### config.mk
export PLATFORM = sky130hd
export DESIGN_NAME = opn_timer_top
export DESIGN_NICKNAME = d
export VERILOG_FILES = /design/src/design/opn_bus_pkg.sv /design/src/design/opn_timer_pkg.sv /design/src/design/opn_flags.sv /design/src/design/opn_regs.sv /design/src/design/opn_timer.sv /design/src/design/opn_timer_top.sv
export VERILOG_INCLUDE_DIRS = /design/src /design/src/design
export SDC_FILE = /design/constraint.sdc
export NUM_CORES = 1
export LEC_CHECK = 0
export ABC_AREA = 1
export ABC_CLOCK_PERIOD_IN_PS = 2400
export BUFFER_PORTS_ARGS = -buffer_cell sky130_fd_sc_hd__buf_4
export CORE_MARGIN = 1.5
export CORE_UTILIZATION = 50
export CTS_BUF_LIST = sky130_fd_sc_hd__clkbuf_16
export CTS_CLUSTER_DIAMETER = 200
export CTS_CLUSTER_SIZE = 20
export DETAILED_ROUTE_END_ITERATION = 12
export PLACE_DENSITY = 0.78
export SYNTH_ARGS = -nofsm -noshare
export SYNTH_HDL_FRONTEND = slang
export SYNTH_SLANG_ARGS = --single-unit
### constraint.sdc
create_clock -name zero -period 2.4 [get_ports zero]
set_input_delay 0.36 -clock zero [delete_from_list [all_inputs] [get_ports zero]]
set_output_delay 0.36 -clock zero [all_outputs]
set_load 0.02 [all_outputs]
### src/design/opn_consts.svh
`ifndef OPN_CONSTS_SVH
`define OPN_CONSTS_SVH

// Timer registers, lower port only
`define OPN_REG_TA_HI    8'h24  // Timer A bits 9..2
`define OPN_REG_TA_LO    8'h25  // Timer A bits 1..0
`define OPN_REG_TB       8'h26
`define OPN_REG_CTL      8'h27

// Bit positions inside register 0x27
`define OPN_CTL_LOAD_A   0
`define OPN_CTL_LOAD_B   1
`define OPN_CTL_IRQ_A    2
`define OPN_CTL_IRQ_B    3
`define OPN_CTL_CLR_A    4
`define OPN_CTL_CLR_B    5

`define OPN_TICK_DIV     24     // Clocks per sample, one per operator slot
`define OPN_TB_PRESCALE  16     // Timer B steps once every 16 ticks
`define OPN_BUSY_CYCLES  32

// Status byte layout
`define OPN_ST_BUSY      7
`define OPN_ST_FLAG_A    0
`define OPN_ST_FLAG_B    1

`endif

### src/design/opn_bus_pkg.sv
package opn_bus_pkg;

    // Host pins after decode
    // addr[0] picks address or data phase, addr[1] picks the port
    typedef struct packed {
        logic [1:0] addr;
        logic [7:0] din;
        logic       write;   // cs_n and wr_n both low
    } cpu_bus_t;

    // Register number held between the two bus phases
    typedef logic [7:0] reg_addr_t;

endpackage

### src/design/opn_timer_pkg.sv
package opn_timer_pkg;

    typedef logic [9:0] timer_a_t;
    typedef logic [7:0] timer_b_t;

    // Same bit order as register 0x27, MSB first
    // Load and IRQ enable are levels, clear bits last one clock
    typedef struct packed {
        logic clr_b;
        logic clr_a;
        logic irq_en_b;
        logic irq_en_a;
        logic load_b;
        logic load_a;
    } timer_ctl_t;

    // Single clock overflow strobes from the two timers
    typedef struct packed {
        logic ovf_b;
        logic ovf_a;
    } timer_ovf_t;

endpackage

### src/design/opn_flags.sv
`timescale 1ns/10ps
`include "opn_consts.svh"

module opn_flags (
    input  logic                      zero,
    input  logic                      rst_n,
    input  opn_timer_pkg::timer_ovf_t ovf,
    input  opn_timer_pkg::timer_ctl_t ctl,
    input  logic                      busy,
    output logic [7:0]                dout,
    output logic                      irq_n
);
    logic flag_a;
    logic flag_b;

    // Clear has priority over a same-cycle overflow
    always_ff @(posedge zero or negedge rst_n) begin
        if (!rst_n) begin
            flag_a <= 1'b0;
        end else if (ctl.clr_a) begin
            flag_a <= 1'b0;
        end else if (ovf.ovf_a && ctl.irq_en_a) begin
            flag_a <= 1'b1;
        end
    end

    always_ff @(posedge zero or negedge rst_n) begin
        if (!rst_n) begin
            flag_b <= 1'b0;
        end else if (ctl.clr_b) begin
            flag_b <= 1'b0;
        end else if (ovf.ovf_b && ctl.irq_en_b) begin
            flag_b <= 1'b1;
        end
    end

    // Status byte, unused bits read as zero
    always_comb begin
        dout                 = '0;
        dout[`OPN_ST_BUSY]   = busy;
        dout[`OPN_ST_FLAG_A] = flag_a;
        dout[`OPN_ST_FLAG_B] = flag_b;
    end

    assign irq_n = !(flag_a || flag_b);   // Open drain style, low while pending

endmodule

### src/design/opn_regs.sv
`timescale 1ns/10ps
`include "opn_consts.svh"

module opn_regs (
    input  logic                      zero,
    input  logic                      rst_n,
    input  opn_bus_pkg::cpu_bus_t     bus,
    output opn_timer_pkg::timer_a_t   value_a,
    output opn_timer_pkg::timer_b_t   value_b,
    output opn_timer_pkg::timer_ctl_t ctl,
    output logic                      tick,
    output logic                      busy
);
    import opn_bus_pkg::*;

    localparam int TICK_W = $clog2(`OPN_TICK_DIV);
    localparam int BUSY_W = $clog2(`OPN_BUSY_CYCLES + 1);
    localparam logic [TICK_W-1:0] TICK_LAST = TICK_W'(`OPN_TICK_DIV - 1);

    reg_addr_t         reg_num;
    logic              reg_hi;     // Register number came through the upper port
    logic              addr_wr;
    logic              data_wr;
    logic              timer_wr;
    logic              tick_wrap;
    logic [TICK_W-1:0] tick_cnt;
    logic [BUSY_W-1:0] busy_cnt;

    assign addr_wr   = bus.write && !bus.addr[0];
    assign data_wr   = bus.write && bus.addr[0];
    assign timer_wr  = data_wr && !reg_hi;       // Timers sit in the lower port
    assign tick_wrap = (tick_cnt == TICK_LAST);

    // Address phase
    always_ff @(posedge zero or negedge rst_n) begin
        if (!rst_n) begin
            reg_num <= '0;
            reg_hi  <= 1'b0;
        end else if (addr_wr) begin
            reg_num <= bus.din;
            reg_hi  <= bus.addr[1];
        end
    end

    // Timer reload values
    always_ff @(posedge zero) begin
        if (timer_wr) begin
            case (reg_num)
                `OPN_REG_TA_HI: value_a[9:2] <= bus.din;
                `OPN_REG_TA_LO: value_a[1:0] <= bus.din[1:0];
                `OPN_REG_TB:    value_b      <= bus.din;
                default: ;                   // Not a timer register
            endcase
        end
    end

    // Timer control, 0x27
    always_ff @(posedge zero or negedge rst_n) begin
        if (!rst_n) begin
            ctl <= '0;
        end else begin
            ctl.clr_a <= 1'b0;
            ctl.clr_b <= 1'b0;
            if (timer_wr && reg_num == `OPN_REG_CTL) begin
                ctl.load_a   <= bus.din[`OPN_CTL_LOAD_A];
                ctl.load_b   <= bus.din[`OPN_CTL_LOAD_B];
                ctl.irq_en_a <= bus.din[`OPN_CTL_IRQ_A];
                ctl.irq_en_b <= bus.din[`OPN_CTL_IRQ_B];
                ctl.clr_a    <= bus.din[`OPN_CTL_CLR_A];   // Pulse, not stored
                ctl.clr_b    <= bus.din[`OPN_CTL_CLR_B];
            end
        end
    end

    // Sample tick, stands in for the slot sequencer
    always_ff @(posedge zero or negedge rst_n) begin
        if (!rst_n) begin
            tick_cnt <= '0;
            tick     <= 1'b0;
        end else begin
            tick <= tick_wrap;
            if (tick_wrap) begin
                tick_cnt <= '0;
            end else begin
                tick_cnt <= tick_cnt + 1'b1;
            end
        end
    end

    // Busy window
    // Every data write restarts it, whichever port or register
    always_ff @(posedge zero or negedge rst_n) begin
        if (!rst_n) begin
            busy_cnt <= '0;
        end else if (data_wr) begin
            busy_cnt <= BUSY_W'(`OPN_BUSY_CYCLES);
        end else if (busy_cnt != '0) begin
            busy_cnt <= busy_cnt - 1'b1;
        end
    end

    assign busy = (busy_cnt != '0);

endmodule

### src/design/opn_timer.sv
`timescale 1ns/10ps

module opn_timer #(
    parameter type count_t  = opn_timer_pkg::timer_a_t,
    parameter int  PRESCALE = 1
) (
    input  logic   zero,
    input  logic   rst_n,
    input  logic   tick,
    input  logic   load,
    input  count_t value,
    output logic   ovf
);
    localparam int PRE_W = (PRESCALE > 1) ? $clog2(PRESCALE) : 1;
    localparam logic [PRE_W-1:0] PRE_LAST = PRE_W'(PRESCALE - 1);

    count_t           cnt;
    logic [PRE_W-1:0] pre_cnt;
    logic             load_q;   // Load level one clock ago
    logic             armed;    // Load seen, waiting for a tick
    logic             run;
    logic             start;
    logic             step;

    assign start = load && armed && tick;
    assign step  = load && run && tick && (pre_cnt == PRE_LAST);

    always_ff @(posedge zero or negedge rst_n) begin
        if (!rst_n) begin
            load_q  <= 1'b0;
            armed   <= 1'b0;
            run     <= 1'b0;
            pre_cnt <= '0;
            ovf     <= 1'b0;
        end else begin
            load_q <= load;
            ovf    <= step && (&cnt);      // Step out of the all-ones state
            if (!load) begin
                armed <= 1'b0;                 // Load low stops the count
                run   <= 1'b0;
            end else if (!load_q) begin
                armed <= 1'b1;
            end else if (start) begin
                armed <= 1'b0;
                run   <= 1'b1;
            end
            // Prescaler phase starts at the copy so every period is whole
            if (start) begin
                pre_cnt <= '0;
            end else if (run && tick) begin
                pre_cnt <= (pre_cnt == PRE_LAST) ? '0 : pre_cnt + 1'b1;
            end
        end
    end

    // Counter, reloads on overflow and keeps going
    always_ff @(posedge zero) begin
        if (start) begin
            cnt <= value;
        end else if (step) begin
            cnt <= (&cnt) ? value : cnt + 1'b1;
        end
    end

endmodule

### src/design/opn_timer_top.sv
`timescale 1ns/10ps
`include "opn_consts.svh"

module opn_timer_top (
    input  logic       zero,
    input  logic       rst_n,
    input  logic       cs_n,
    input  logic       wr_n,
    input  logic [1:0] addr,
    input  logic [7:0] din,
    output logic [7:0] dout,
    output logic       irq_n
);
    import opn_bus_pkg::*;
    import opn_timer_pkg::*;

    cpu_bus_t   bus;
    timer_a_t   value_a;
    timer_b_t   value_b;
    timer_ctl_t ctl;
    timer_ovf_t ovf;
    logic       tick;
    logic       busy;
    logic       ovf_a;
    logic       ovf_b;

    assign bus = '{addr: addr, din: din, write: !cs_n && !wr_n};
    assign ovf = '{ovf_b: ovf_b, ovf_a: ovf_a};

    opn_regs u_regs (
        .zero    ( zero    ),
        .rst_n   ( rst_n   ),
        .bus     ( bus     ),
        .value_a ( value_a ),
        .value_b ( value_b ),
        .ctl     ( ctl     ),
        .tick    ( tick    ),
        .busy    ( busy    )
    );

    opn_timer #(.count_t(timer_a_t), .PRESCALE(1)) u_timer_a (
        .zero  ( zero       ),
        .rst_n ( rst_n      ),
        .tick  ( tick       ),
        .load  ( ctl.load_a ),
        .value ( value_a    ),
        .ovf   ( ovf_a      )
    );

    opn_timer #(.count_t(timer_b_t), .PRESCALE(`OPN_TB_PRESCALE)) u_timer_b (
        .zero  ( zero       ),
        .rst_n ( rst_n      ),
        .tick  ( tick       ),
        .load  ( ctl.load_b ),
        .value ( value_b    ),
        .ovf   ( ovf_b      )
    );

    opn_flags u_flags (
        .zero  ( zero  ),
        .rst_n ( rst_n ),
        .ovf   ( ovf   ),
        .ctl   ( ctl   ),
        .busy  ( busy  ),
        .dout  ( dout  ),
        .irq_n ( irq_n )
    );

endmodule

* Word-level counts from Yosys, hierarchy flattened *
Index checks and enable logic that the tools add are counted.

word-level totals
  register bits = 78
  bits of input ports = 14
  output and inout port bits = 9

operators by class
  add/sub/neg operators = 6
  eq/ne operators = 12
  mux-type cells = 32
  bitwise gates (word level) = 1
  reduce and logical (&&, ||, !) cells = 42

operators by type and width
  operator               number
  $eq 8x6->1 const B     4
  $mux 10                3
  $mux 8                 3
  $logic_and 1x1->1      21
  $mux 1                 19
  $mux 6                 3
  $reduce_bool 2->1      7
  $mux 4                 3
  $add 10x1->10 const B  1
  $reduce_and 10->1      1
  $reduce_and 2->1       5
  $add 8x1->8 const B    1
  $ne 2x1->1 const B     4
  $reduce_and 8->1       1
  $ne 3x3->1 const B     2
  $reduce_bool 6->1      1
  $sub 6x1->6 const B    1
  $add 5x1->5 const B    1
  $eq 5x5->1 const B     1
  $logic_not 1->1        5
  $mux 5                 1
  $add 4x1->4 const B    1
  $eq 4x4->1 const B     1
  $add 1x1->1 const B    1
  other kinds (2)        2

* Depth between registers and ports, before layout *
  word-level depth = 6
  depth in mapped cells = 8

* By module *
A second synthesis with hierarchy kept.

unflattened totals
  cells, all modules = 366
  area, all modules = 3651.0 µm²

modules (own cells, without submodules)
  module                  instances  cells an instance  area each (µm²)  sequential area each (µm²)
  opn_regs                1          153                1823.0           1216.2
  opn_timer at u_timer_b  1          107                885.8            440.4
  opn_timer at u_timer_a  1          87                 788.3            400.4
  opn_flags               1          18                 150.1            50.0
  opn_timer_top           1          1                  3.8              0.0

* Worst setup path before layout *
OpenSTA, ideal clock, no wires.

  kind = input-to-reg
  start = input wr_n
  end = register u_regs.value_a[2] (enable)
  data arrival time = 1.557 ns
  setup slack = 0.449 ns
  cell stages on the path = 5
  buffers on the path = 0
  cell sequence = nor2_2 > nand2_2 > nor2_2 > inv_1 > nor4_1

between the ends
  longest elaborated chain between the ends = 5

RTL lines
  element                            RTL line             source
  from (decl)                        opn_timer_top.sv:8   input logic wr_n,
  $logic_not 1->1                    opn_timer_top.sv:27  assign bus = '{addr: addr, din: din, write: !cs_n && !wr_n};
  $logic_and 1x1->1                  opn_timer_top.sv:27
  $logic_and 1x1->1                  opn_regs.sv:30       assign data_wr = bus.write && bus.addr[0];
  $logic_and 1x1->1                  opn_regs.sv:31       assign timer_wr = data_wr && !reg_hi;
  $reduce_and 2->1 (no source line)  n/a
  to (signal assigned)               opn_regs.sv:49       `OPN_REG_TA_HI: value_a[9:2] <= bus.din;
  to (decl)                          opn_regs.sv:8        output opn_timer_pkg::timer_a_t value_a,

No other way between the ends.
A chain may end at the register's enable or synchronous reset.

* Final worst setup path *
  start = register u_regs.busy_cnt[0]
  end = output dout[7]

between the ends
  longest elaborated chain between the ends = 1

RTL lines
  element                 RTL line             source
  from (decl)             opn_regs.sv:27       logic [BUSY_W-1:0] busy_cnt;
  from (signal assigned)  opn_regs.sv:96       busy_cnt <= BUSY_W'(`OPN_BUSY_CYCLES);
  from (signal assigned)  opn_regs.sv:98       busy_cnt <= busy_cnt - 1'b1;
  $reduce_bool 6->1       opn_regs.sv:102      assign busy = (busy_cnt != '0);
  to (decl)               opn_timer_top.sv:11  output logic [7:0] dout,

No other way between the ends.

==> key figures <==
Synth
  – Register area share after synthesis: between 50% and 60%
  – Compound-Gate Fraction of Synth Area: 5.897%
  – Cell variety after synth: 32
  – Synth Area in Simple Gates: 21.21%
  – Yosys warning count: 0
  – Cells after Synth: 349
  – Post-Syn Area: about 3500 um^2
  – Synth Area in Adders: under 10%
  – Multiplexer area fraction after synthesis: 0.9591%
  – Async set-reset flop share out of synthesis: 53.25%
  – Mapped Avg Cell Area: 10.09 um^2
  – Combinational family with the most area after synthesis: simple AND/OR/NAND/NOR gates
  – Seq cells post-synth: 77
  – Post-synthesis xor/xnor area fraction: around 3.5%
  – Main synth FF type: dfrtp_1
  – Number of enable flip-flop cells after synthesis: 36

Clock network
  – Root Driver: clkbuf_16
  – Hold-fix buffers, CTS: 0
  – Clock H-tree levels: 3
  – Cts bufs inserted: 9
  – Longest Clk Path Bufs: 2
  – Post-CTS sizing: 0
  – Clock slew seen by the registers of the worst setup and hold paths: ~60 ps
  – Setup Fix Bufs, Post-CTS: 0
  – CTS tree: yes
  – Worst-skew pair later-pin latency: ~330 ps
  – Clk sink count: 77

Timing
  – Final hold violations: 0
  – Max transition margin: a little under three fifths
  – Unrepaired setup endpoints after global routing: false
  – Post-layout minimum cycle time: between 1500 and 2000 ps
  – Worst-margin pin slew: ~640 ps
  – Fmax: around 570 MHz
  – Max-slew violation count: 0
  – Final setup viols: 0
  – Part of the cycle the worst path needs: 72.86%
  – TNS Setup: 0 ps
  – Worst Clk Skew: 7.205 ps

Place
  – Cell Area, Placed: between 3000 and 4000 um^2
  – Gpl congestion: 0.7637
  – Number of port buffers: 17
  – DP Wirelength: about 4400 um
  – Post-Place Cells: roughly 460

Power
  – Leakage power: roughly 1.8 nW
  – Pwr Density: 799.6 nW/um^2
  – Max IR drop VDD: roughly 0.00058 V

Floorplan
  – Die height: 86.93 um
  – Cell Rows: 30
  – Core Area: ~6800 um^2
  – Die area: between 7000 and 8000 um^2
  – Starting density of the core: roughly half
  – Io pins: 23
  – Die width: a little under 90 um

Setup path
  – Crit path launch type: flip-flop
  – Crit end category: primary output
  – Crit Path Max Fanout: 5
  – CP required: approximately 2000 ps
  – R2R cell count: 6
  – Worst EP arrival: between 1000 and 1500 ps
  – WS Path Type: reg2out

Finish
  – Commonest non-fill, non-tap cell in the layout: nand2_1
  – Commonest cells after routing, fill and taps aside: nand2_1, dfrtp_1, inv_1, edfxtp_1, nor2_1
  – Final non-filler cell area: slightly above 4000 um^2
  – Share of layout cells above drive strength 1: 13.53%
  – Multi-input logic area: between 1000 and 1500 um^2
  – N_diodes: 0
  – Area delta synth->final: 14.39%
  – # fillers: 530
  – Nets: 392
  – Final non-filler cell total: about 470
  – Register area: 2107 um^2
  – Utilization after layout: between 50% and 60%

Drt
  – Via count: 2354
  – DR iter-0 viols: around 190
  – TritonRoute pass-1 iters: 4
  – Via-per-instance ratio: ~5.0
  – Routed Antenna Nets: 0
  – Drt drc: 0
  – Final WL: roughly 6300 um
  – Routed len/inst: about 13 um

Global route
  – Largest net degree at the start of global routing: 42
  – First-pass GRT wire length: about 11000 um
  – Initial antenna violation count: 0
  – Total GRT Usage: a little under a fifth
  – Vias in the first global route: between 2000 and 2500
  – Total grt overflow: 0

Hold path
  – Worst Hold Class: in2async

Run
  – MaxCap Viol Count: 0

Status
  – Status: finished, final reports clean
per-layer routing:
metal / track usage [%] / up-vias / routed length (um)
met5: 0 / - / 0
met2: 28.96 / 65 / 3029
met3: 4.645 / 11 / 250
li1: - / 1181 / -
met4: 7.771 / 0 / 129
met1: 25.54 / 1097 / 2931
metrics by stage:
step / hold slack (ps) / setup slack (ps) / power (W)
floorplan: 64.41 / 448.8 / 0.001740
global placement: 361.3 / 702.0 / 0.001805
detailed placement: 367.1 / 613.6 / 0.001820
CTS: 17.92 / 646.5 / 0.003245
global route: 41.85 / 573.7 / 0.003368
finish: 1.879 / 651.2 / 0.003222
worst paths after layout:
path	end	startpoint	slack (ps)
max in group asynchronous	u_regs.reg_num[2]	rst_n	2050
setup reg to reg	u_regs.value_b[6]	u_regs.reg_num[5]	780
min in group zero	u_regs.value_b[5]	din[5]	220
hold / removal	u_regs.tick_cnt[2]	rst_n	2
hold reg to reg	u_flags.flag_b	u_regs.ctl[5]	400
setup / recovery	dout[7]	u_regs.busy_cnt[0]	650
report_power, final:
group	internal (W)	total, W	switching [W]	leakage [nW]
Combinational	0.000116	0.000276	0.000160	0.772
Clock	0.000908	0.00143	0.000521	0.159
Sequential	0.00146	0.00152	0.0000590	0.865
final cells by class:
cell class | count | share of cell area, %
clock buffer | 9 | 5.590
clock inverter | 7 | 2.236
inverter | 39 | 3.634
multi-input combinational | 227 | 29.91
sequential | 77 | 52.30
tap | 96 | 2.981
timing repair buffer | 18 | 3.354
synthesized netlist by cell type, types with 2 or more instances:
| cell type | n | area (um^2) |
|---|---|---|
| a21oi_1 | 11 | 55.05 |
| buf_4 | 8 | 60.06 |
| dfrtp_1 | 41 | 1026 |
| edfxtp_1 | 36 | 1081 |
| ha_1 | 6 | 75.07 |
| inv_1 | 39 | 146.4 |
| mux2_2 | 3 | 33.78 |
| nand2_1 | 80 | 300.3 |
| nand2_2 | 4 | 25.02 |
| nand3_1 | 17 | 85.08 |
| nand3_4 | 2 | 35.03 |
| nand3b_1 | 3 | 22.52 |
| nand4_1 | 2 | 12.51 |
| nor2_1 | 35 | 131.4 |
| nor2_2 | 3 | 18.77 |
| nor2_4 | 3 | 33.78 |
| nor3_1 | 3 | 15.01 |
| nor4_1 | 2 | 12.51 |
| o21ai_0 | 26 | 130.1 |
| xnor2_1 | 4 | 35.03 |
| xor2_1 | 10 | 87.58 |
state kept, by name, indices dropped and copies added (netlist names):
register,cells
u_regs.value_b,8
u_timer_a.load_q,1
u_timer_a.cnt,10
u_regs.busy_cnt,6
u_regs.reg_hi,1
u_regs.tick,1
u_flags.flag_a,1
u_flags.flag_b,1
u_timer_a.ovf,1
u_timer_b.cnt,8
u_regs.ctl,6
u_timer_b.armed,1
u_timer_a.armed,1
u_timer_b.ovf,1
u_timer_b.pre_cnt,4
u_regs.tick_cnt,5
u_timer_b.load_q,1
u_regs.value_a,10
u_regs.reg_num,8
u_timer_b.run,1
u_timer_a.run,1
worst max-delay path: stages (launching register included):
cell and delay, ps:
dfrtp_1 380, inv_1 120, ha_1 160, nand3_1 180
buf_4 220
cells by family (layout without fill, tap and decap cells):
kind of cell	count (synthesis)	after routing
simple gates	159	159
flops	77	77
buf+inv	49	73
compound gates	40	40
xor+xnor	14	14
fa+ha+maj	6	6
mux	3	3
other cells	1	5
Power figures use the tool's default switching activity.
